File: config.mk
export PLATFORM = sky130hd
export DESIGN_NAME = profilerTop
export DESIGN_NICKNAME = d
export VERILOG_FILES = /design/src/design/profilePkg.sv /design/src/design/ciPkg.sv /design/src/design/profCmdIf.sv /design/src/design/profilerTop.sv /design/src/design/profileReadout.sv /design/src/design/profileCounter.sv /design/src/design/profileCommandDecoder.sv
export SDC_FILE = /design/constraint.sdc
export NUM_CORES = 1
export LEC_CHECK = 0
export ABC_AREA = 1
export BUFFER_PORTS_ARGS = -buffer_cell sky130_fd_sc_hd__buf_2
export CORE_ASPECT_RATIO = 1.2
export CORE_MARGIN = 5
export CORE_UTILIZATION = 35
export CTS_CLUSTER_DIAMETER = 50
export DETAILED_ROUTE_END_ITERATION = 7
export MAX_ROUTING_LAYER = met4
export PLACE_DENSITY_LB_ADDON = 0.1
export SYNTH_ARGS = -nofsm -noshare
export SYNTH_HDL_FRONTEND = slang
export SYNTH_SLANG_ARGS = --single-unit
File: constraint.sdc
create_clock -name systemClock -period 2 [get_ports systemClock]
set_input_delay 0.4 -clock systemClock [delete_from_list [all_inputs] [get_ports systemClock]]
set_output_delay 0.4 -clock systemClock [all_outputs]
set_load 0.1 [all_outputs]
File: src/design/profilePkg.sv
package profilePkg;

  // ====================
  // Counter set
  // ====================

  localparam int unsigned numCounters = 3;

  typedef logic [numCounters-1:0] counterMask_t; // One bit per counter.
  typedef logic [1:0]             counterSel_t;  // Index taken from operand A.

  // Fixed roles of the counters.
  localparam counterSel_t cycleCounter   = 2'd0;
  localparam counterSel_t stallCounter   = 2'd1;
  localparam counterSel_t busIdleCounter = 2'd2;

  // ====================
  // Counter geometry
  // ====================

  localparam int unsigned defaultCounterWidth = 32;

endpackage

File: src/design/ciPkg.sv
package ciPkg;

  // ====================
  // Custom-instruction port widths
  // ====================

  localparam int unsigned ciIdWidth   = 8;  // Instruction number.
  localparam int unsigned ciDataWidth = 32; // Operands and result.

  typedef logic [ciIdWidth-1:0]   ciId_t;
  typedef logic [ciDataWidth-1:0] ciData_t;

  // ====================
  // Profiler control word
  // ====================

  // Operand B holds three masks with one bit per counter.
  // Each field starts at its own nibble.
  localparam int unsigned enableLsb  = 0;
  localparam int unsigned disableLsb = 4;
  localparam int unsigned clearLsb   = 8;

endpackage
File: src/design/profCmdIf.sv
`timescale 1ns/1ps

interface profCmdIf;
  import profilePkg::*;

  logic         hit;         // Pulse of a matching instruction.
  counterSel_t  counterSel;  // Counter to read back.
  counterMask_t enableMask;
  counterMask_t disableMask;
  counterMask_t clearMask;

  modport decoder (
    output hit,
    output counterSel,
    output enableMask,
    output disableMask,
    output clearMask
  );

  // Counters only care about the masks.
  modport counter (
    input hit,
    input enableMask,
    input disableMask,
    input clearMask
  );

  modport readout (
    input hit,
    input counterSel
  );

endinterface

File: src/design/profilerTop.sv
`timescale 1ns/1ps

module profilerTop #(
  parameter ciPkg::ciId_t customId     = 8'd12,
  parameter int unsigned  counterWidth = profilePkg::defaultCounterWidth
) (
  input  logic           systemClock,
  input  logic           arstN,

  // Custom-instruction side.
  input  logic           ciStart,
  input  ciPkg::ciId_t   ciN,
  input  ciPkg::ciData_t ciDataA,
  input  ciPkg::ciData_t ciDataB,
  output logic           ciDone,
  output ciPkg::ciData_t ciResult,

  // Event levels sampled every cycle.
  input  logic           stall,
  input  logic           busIdle
);
  import ciPkg::*;
  import profilePkg::*;

  counterMask_t            eventLevels;
  logic [counterWidth-1:0] counts [numCounters];

  if (counterWidth < 1 || counterWidth > ciDataWidth) begin : genWidthCheck
    $error("counterWidth must lie between 1 and the data width.");
  end

  profCmdIf cmd ();

  // ====================
  // Command decode
  // ====================

  profileCommandDecoder #(
    .customId(customId)
  ) decoder (
    .ciStart(ciStart),
    .ciN(ciN),
    .ciDataA(ciDataA),
    .ciDataB(ciDataB),
    .cmd(cmd.decoder)
  );

  // ====================
  // Counters
  // ====================

  always_comb begin
    eventLevels                 = '0;
    eventLevels[cycleCounter]   = 1'b1; // Every cycle counts.
    eventLevels[stallCounter]   = stall;
    eventLevels[busIdleCounter] = busIdle;
  end

  for (genvar i = 0; i < numCounters; i++) begin : genCounter
    profileCounter #(
      .counterIndex(i),
      .counterWidth(counterWidth)
    ) counter (
      .systemClock(systemClock),
      .arstN(arstN),
      .cmd(cmd.counter),
      .countEvent(eventLevels[i]),
      .count(counts[i])
    );
  end

  // ====================
  // Readout
  // ====================

  profileReadout #(
    .counterWidth(counterWidth)
  ) readout (
    .cmd(cmd.readout),
    .counts(counts),
    .ciDone(ciDone),
    .ciResult(ciResult)
  );

endmodule

File: src/design/profileReadout.sv
`timescale 1ns/1ps

module profileReadout #(
  parameter int unsigned counterWidth = profilePkg::defaultCounterWidth
) (
  profCmdIf.readout               cmd,
  input  logic [counterWidth-1:0] counts [profilePkg::numCounters],
  output logic                    ciDone,
  output ciPkg::ciData_t          ciResult
);
  import ciPkg::*;
  import profilePkg::*;

  ciData_t selected;

  // ====================
  // Counter select
  // ====================

  // Index 3 matches no counter and leaves the word at zero.
  always_comb begin
    selected = '0;
    for (int i = 0; i < numCounters; i++) begin
      if (cmd.counterSel == counterSel_t'(i)) begin
        selected = ciData_t'(counts[i]);
      end
    end
  end

  // ====================
  // Result gating
  // ====================

  // Idle cycles return zero so results of several units can be OR-ed.
  assign ciDone   = cmd.hit;
  assign ciResult = cmd.hit ? selected : '0;

endmodule

File: src/design/profileCounter.sv
`timescale 1ns/1ps

module profileCounter #(
  parameter int unsigned counterIndex = 0,
  parameter int unsigned counterWidth = profilePkg::defaultCounterWidth
) (
  input  logic                    systemClock,
  input  logic                    arstN,
  profCmdIf.counter               cmd,
  input  logic                    countEvent,  // Event level for this counter.
  output logic [counterWidth-1:0] count
);
  import profilePkg::*;

  logic enabled;
  logic clearNow;

  if (counterIndex >= numCounters) begin : genIndexCheck
    $error("Counter index outside the mask width.");
  end

  assign clearNow = cmd.hit && cmd.clearMask[counterIndex];

  // ====================
  // Enable flag
  // ====================

  always_ff @(posedge systemClock or negedge arstN) begin
    if (!arstN) begin
      enabled <= 1'b0;
    end else if (cmd.hit) begin
      if (cmd.disableMask[counterIndex]) begin
        enabled <= 1'b0; // Disable wins.
      end else if (cmd.enableMask[counterIndex]) begin
        enabled <= 1'b1;
      end
    end
  end

  // ====================
  // Event count
  // ====================

  always_ff @(posedge systemClock or negedge arstN) begin
    if (!arstN) begin
      count <= '0;
    end else if (clearNow) begin
      count <= '0;
    end else if (enabled && countEvent) begin
      count <= count + 1'b1; // Wraps at counterWidth bits.
    end
  end

  // A stopped counter holds its value across any number of events.
  assert property (@(posedge systemClock) disable iff (!arstN)
                   !enabled && !clearNow |=> $stable(count))
    else $error("Counter %0d moved while disabled.", counterIndex);

  assert property (@(posedge systemClock) disable iff (!arstN)
                   clearNow |=> count == '0)
    else $error("Counter %0d not zero after clear.", counterIndex);

endmodule

File: src/design/profileCommandDecoder.sv
`timescale 1ns/1ps

module profileCommandDecoder #(
  parameter ciPkg::ciId_t customId = 8'd12
) (
  input  logic           ciStart,
  input  ciPkg::ciId_t   ciN,
  input  ciPkg::ciData_t ciDataA,
  input  ciPkg::ciData_t ciDataB,
  profCmdIf.decoder      cmd
);
  import ciPkg::*;
  import profilePkg::*;

  logic match;

  // ====================
  // Control word layout
  // ====================

  // The three mask fields must not overlap and must fit in operand B.
  if ((disableLsb < enableLsb + numCounters) || (clearLsb < disableLsb + numCounters) ||
      (clearLsb + numCounters > ciDataWidth)) begin : genLayoutCheck
    $error("Profiler mask fields overlap or exceed the operand width.");
  end

  // ====================
  // Instruction match
  // ====================

  assign match   = ciStart && (ciN == customId);
  assign cmd.hit = match;

  assign cmd.counterSel = ciDataA[$bits(counterSel_t)-1:0]; // Low bits of operand A.

  // Masks are quiet unless this instruction is issued.
  assign cmd.enableMask  = match ? ciDataB[enableLsb +: numCounters]  : '0;
  assign cmd.disableMask = match ? ciDataB[disableLsb +: numCounters] : '0;
  assign cmd.clearMask   = match ? ciDataB[clearLsb +: numCounters]   : '0;

endmodule

**Word level (Yosys, flattened, before mapping)**

Cells that the tools add are included.

- Register bits after elaboration: 99
- Bits in latches: 0
- RAM bits: 0
- Memory bits (read-only): 0
- Bits of input ports: 77
- Output and inout port bits: 33
- Logic and storage cells: 47
- Memories kept: 0

- Add/subtract/negate cells: 3
- $mul: 0
- Divide/modulo/power cells: 0
- Order comparisons: 0
- Equality and inequality tests: 3
- Shift operators: 0
- Mux-type cells: 19
- Bitwise logic cells: 0
- Reductions and logical operators: 16

Operator list:

| operator | number |
|---|---|
| $mux W32 | 10 |
| $add A32 B1 Y32 const B | 3 |
| $reduce_bool A2 Y1 | 6 |
| $mux W3 | 3 |
| $eq A8 B4 Y1 const B | 1 |
| $logic_and A1 B1 Y1 | 6 |
| $mux W1 | 6 |
| $reduce_and A2 Y1 | 3 |
| $eq A2 B1 Y1 const B | 1 |
| $eq A2 B2 Y1 const B | 1 |
| $logic_not A2 Y1 | 1 |

**Longest topological paths before layout**

- Word-level depth: 5
- Mapped depth: 10

**Hierarchy**

From an unflattened synthesis, not the netlist that was laid out.

- Cells, all modules: 1122
- Area total of the unflattened synthesis: 7322.0 µm²

By module, submodules not included:

| module | times used | cells each | area each (µm²) |
|---|---|---|---|
| profileCounter | 3 | 293 | 2026.9 |
| profileReadout | 1 | 216 | 1041.0 |
| profileCommandDecoder | 1 | 26 | 196.4 |
| profilerTop | 1 | 1 | 3.8 |

**Least setup slack after synthesis**

No wires, ideal clock.

- Kind: in2out
- From: input port ciN[4]
- To: output port ciResult[30]
- Data arrival time: 2965 ps
- Required time: 1600 ps
- Path slack: -1365 ps
- Stages on the path: 7
- Cells stage by stage: nor3_2 -> inv_1 -> nor2_1 -> buf_4 -> inv_1 -> buf_2 -> a31oi_1

- Word-level cells in the longest chain between the ends: 3

Ends and longest elaborated chain:

| what | RTL line | RTL |
|---|---|---|
| from (decl) | profilerTop.sv:12 | `input ciPkg::ciId_t ciN,` |
| $eq A8 B4 Y1 | profileCommandDecoder.sv:31 | `assign match = ciStart && (ciN == customId);` |
| $logic_and A1 B1 Y1 | profileCommandDecoder.sv:31 |  |
| named net ciDone | profilerTop.sv:15 | `output logic ciDone,` |
| $mux W32 | profileReadout.sv:36 | `assign ciResult = cmd.hit ? selected : '0;` |
| to (decl) | profilerTop.sv:16 | `output ciPkg::ciData_t ciResult,` |

The timed path passes the listed nets, and every way through them passes these cells.

**Worst setup path in the final report**

- From: input port ciN[0]
- To: output port ciResult[6]

- Word-level cells in the longest chain between the ends: 3

Ends and longest elaborated chain:

| what | RTL line |
|---|---|
| $eq A8 B4 Y1 | profileCommandDecoder.sv:31 |
| $logic_and A1 B1 Y1 | profileCommandDecoder.sv:31 |
| $mux W32 | profileReadout.sv:36 |

No other way between the ends.

==> reports/qor.yml <==
status: "finished, violations left"
violations: "negative setup slack"
synthSimpleGateAreaFrac: 0.423
r2r-end: "genCounter[0].counter.count[20]"
critPathKind: "in -> out"
async_flop_share: 1.00
max-cap-violations: 0
drc: 0
via_per_inst: 4.92
ys_types: 39
synthAdderAreaFrac: 0.00552
die_area_mm2: 0.0223
syn_nets: 1154
synth_ff_type: "dfrtp_1"
ant_nets: 0
start_util: 0.358
cp-start-kind: "input port"
pwr-share-seq: 0.465
port_buffers: 56
ys_ff_latch: 99
synth_top_family_by_area: "simple AND/OR/NAND/NOR gates"
antenna_found_initial: 0
cts_tree: "done"
rsz0062_at_grt: "yes"
cp_data_required_time_ps: 1600
critPathArrivalTime_ps: 1640
tightestPinTransition_ps: 480
hp-class: "in -> reg"
grt_overflow: 0
mostFrequentLayoutCells: "nand2_1 (324), nor2_1 (204), inv_1 (103), dfrtp_1 (97), nand3_1 (66)"
vias: 7129
drt_pass1_iterations: 5
grt_max_degree: 41
hpwl_um: 19400
p_clk_frac: 0.387
synth_edf_count: 0
leakage_nw: 4.04
antenna_cells: 0
wl_per_cell_um: 16.3
grt.total_usage: 0.230
nFillCells: 2010
io_pins: 110
hold_violations: 0
setup_viol_count_final: 22
synthCells: 1074
synth-seq-area-share: 0.365
clkSinkCount: 99
grt_pass1_wl_um: 38200
drive_gt1_frac: 0.187
synth_compound_area_frac: 0.112
p_int_w: 0.00336
yosysWarnings: 0
max_slew_margin: 0.678
place_inst: 1428
worst_slack_ps: -36.3
insertion_delay_ps: 360
cts_max_level: 3
root_buffer: "clkbuf_16"
r2r.worst_path.cells: 8
synth_mux_area_frac: 0
hp-start: "ciDataB[6]"
fin_nets: 1267
r2r_start: "genCounter[0].counter.count[0]"
cellPowerDensity_mw_per_mm2: 526
drt-total-wl_um: 23700
die_height_um: 163
core_mm2: 0.0190
place_ws_ps: -120
clock_path_buffers: 2
fin_crit_sh: 1.02
rows: 55
fmax_mhz: 491
netlist_area_mm2: 0.00680
clock_skew_ps: 10.7
postSynthAreaPerCell_um2: 6.33
ir_drop_mv: 0.373
worstPathMaxFanout: 17
grt_pass1_vias: 7021
rrSetupSlack_ps: 240
whs_path_depth: 2
hold_end: "genCounter[2].counter.enabled"
synthToLayoutAreaGrowth_pct: 34.9
p_comb_frac: 0.148
setup.worst_path.end_class: "primary output"
place_congestion: 0.938
clk_pin_slew_ps: 70
final_max_slew_viol_count: 0
swShare: 0.303
p_sw_w: 0.00146
die_width_um: 137
instances_no_fill: 1448
synth_xor_area_frac: 0.0168
drt_iter0_markers: 442
cts_buffers: 9
period_minus_slack_ps: 2040
mostFrequentLayoutCell: "nand2_1"
worst max path at each step:
stage,start,to,slack (ps),depth (start not counted)
6_report,ciN[0],ciResult[6],-40,9
2_1_floorplan,ciN[4],ciResult[30],-380,7
5_1_grt,ciN[7],ciResult[6],-100,9
3_5_place_dp,ciDataA[0],ciResult[25],-120,8
4_1_cts,ciN[0],ciResult[6],-50,9
3_3_place_gp,ciDataA[0],ciResult[25],-110,7
area by class of cell:
class / count / area (um^2) / area share
multi-input cells: 841 / 4190 / 0.458
flip-flops and latches: 99 / 2480 / 0.271
repair buffers: 122 / 1430 / 0.156
inverters: 114 / 437 / 0.0477
well taps: 256 / 320 / 0.0350
clock buffers: 9 / 225 / 0.0246
clock inverters: 7 / 81.3 / 0.00887
cells by family (layout without fill, tap and decap cells):
kind of cell,Yosys count,count (layout)
simple gates,693,693
buf+inv,134,252
fa+ha+maj,3,3
xor+xnor,13,13
compound gates,132,132
flops,99,99
synth_stat cells (4+ instances only):
| cell type | number | area, um^2 |
|---|---|---|
| o22ai_1 | 4 | 25.0 |
| nor2_2 | 10 | 62.6 |
| nand4_1 | 27 | 169 |
| o21ai_0 | 47 | 235 |
| xor2_1 | 11 | 96.3 |
| nand2_2 | 6 | 37.5 |
| nor3_1 | 12 | 60.1 |
| o21ai_1 | 9 | 45.0 |
| clkbuf_1 | 7 | 26.3 |
| nand3_1 | 66 | 330 |
| inv_1 | 108 | 405 |
| o221ai_1 | 17 | 149 |
| buf_2 | 7 | 35.0 |
| a31oi_1 | 9 | 56.3 |
| dfrtp_1 | 99 | 2480 |
| nor3b_1 | 4 | 30.0 |
| nand2_1 | 324 | 1220 |
| nor2_1 | 233 | 875 |
| a21oi_1 | 42 | 210 |
state kept, by name, summed over array words and instances (netlist names):
register / count
genCounter.counter.count: 96
genCounter.counter.enabled: 3
what timing repair did:
action,CTS,global route
setup endpoints to repair,29,35
gates resized for setup,31,24
endpoints found under the hold margin,19,0
setup buffers,3,0
hold buffers,1,0
cloned,0,0
pin swaps,0,0
critical path, cell delays in order:
cell and delay, ps:
buf_8 100, nor2_4 80, nand4_1 140, nor2_4 160
clkinvlp_4 110, buf_12 180, buf_12 160, nor2_4 110
buf_12 180
power by group through the flow:
stage	sequential [W]	clock, W	combinational [W]
2_1_floorplan	0.00223	0	0.000378
3_3_place_gp	0.00228	0	0.000671
3_5_place_dp	0.00228	0	0.000677
4_1_cts	0.00224	0.00191	0.000704
5_1_grt	0.00226	0.00200	0.000810
6_report	0.00224	0.00187	0.000712
layer usage:
layer,GRT usage,routed length (um),vias to the layer above
met3,0.0207,780,36
met2,0.374,11400,152
met4,0.0835,652,0
met1,0.298,10800,3249
met5,-,0,-
li1,-,-,3692
stage by stage:
step	util	total power [W]	cell area, um^2	hold WS (ps)	TNS (ps)
after CTS	0.479	0.00486	9090	197	-781
after global routing	0.482	0.00507	9160	204	-2040
final	0.482	0.00482	9160	207	-449
after detailed placement	0.457	0.00296	8670	317	-1960
after floorplan	-	0.00261	7130	104	-10250
after global placement	0.457	0.00295	8670	319	-1830
No activity file was read; power rests on OpenSTA's default activity.
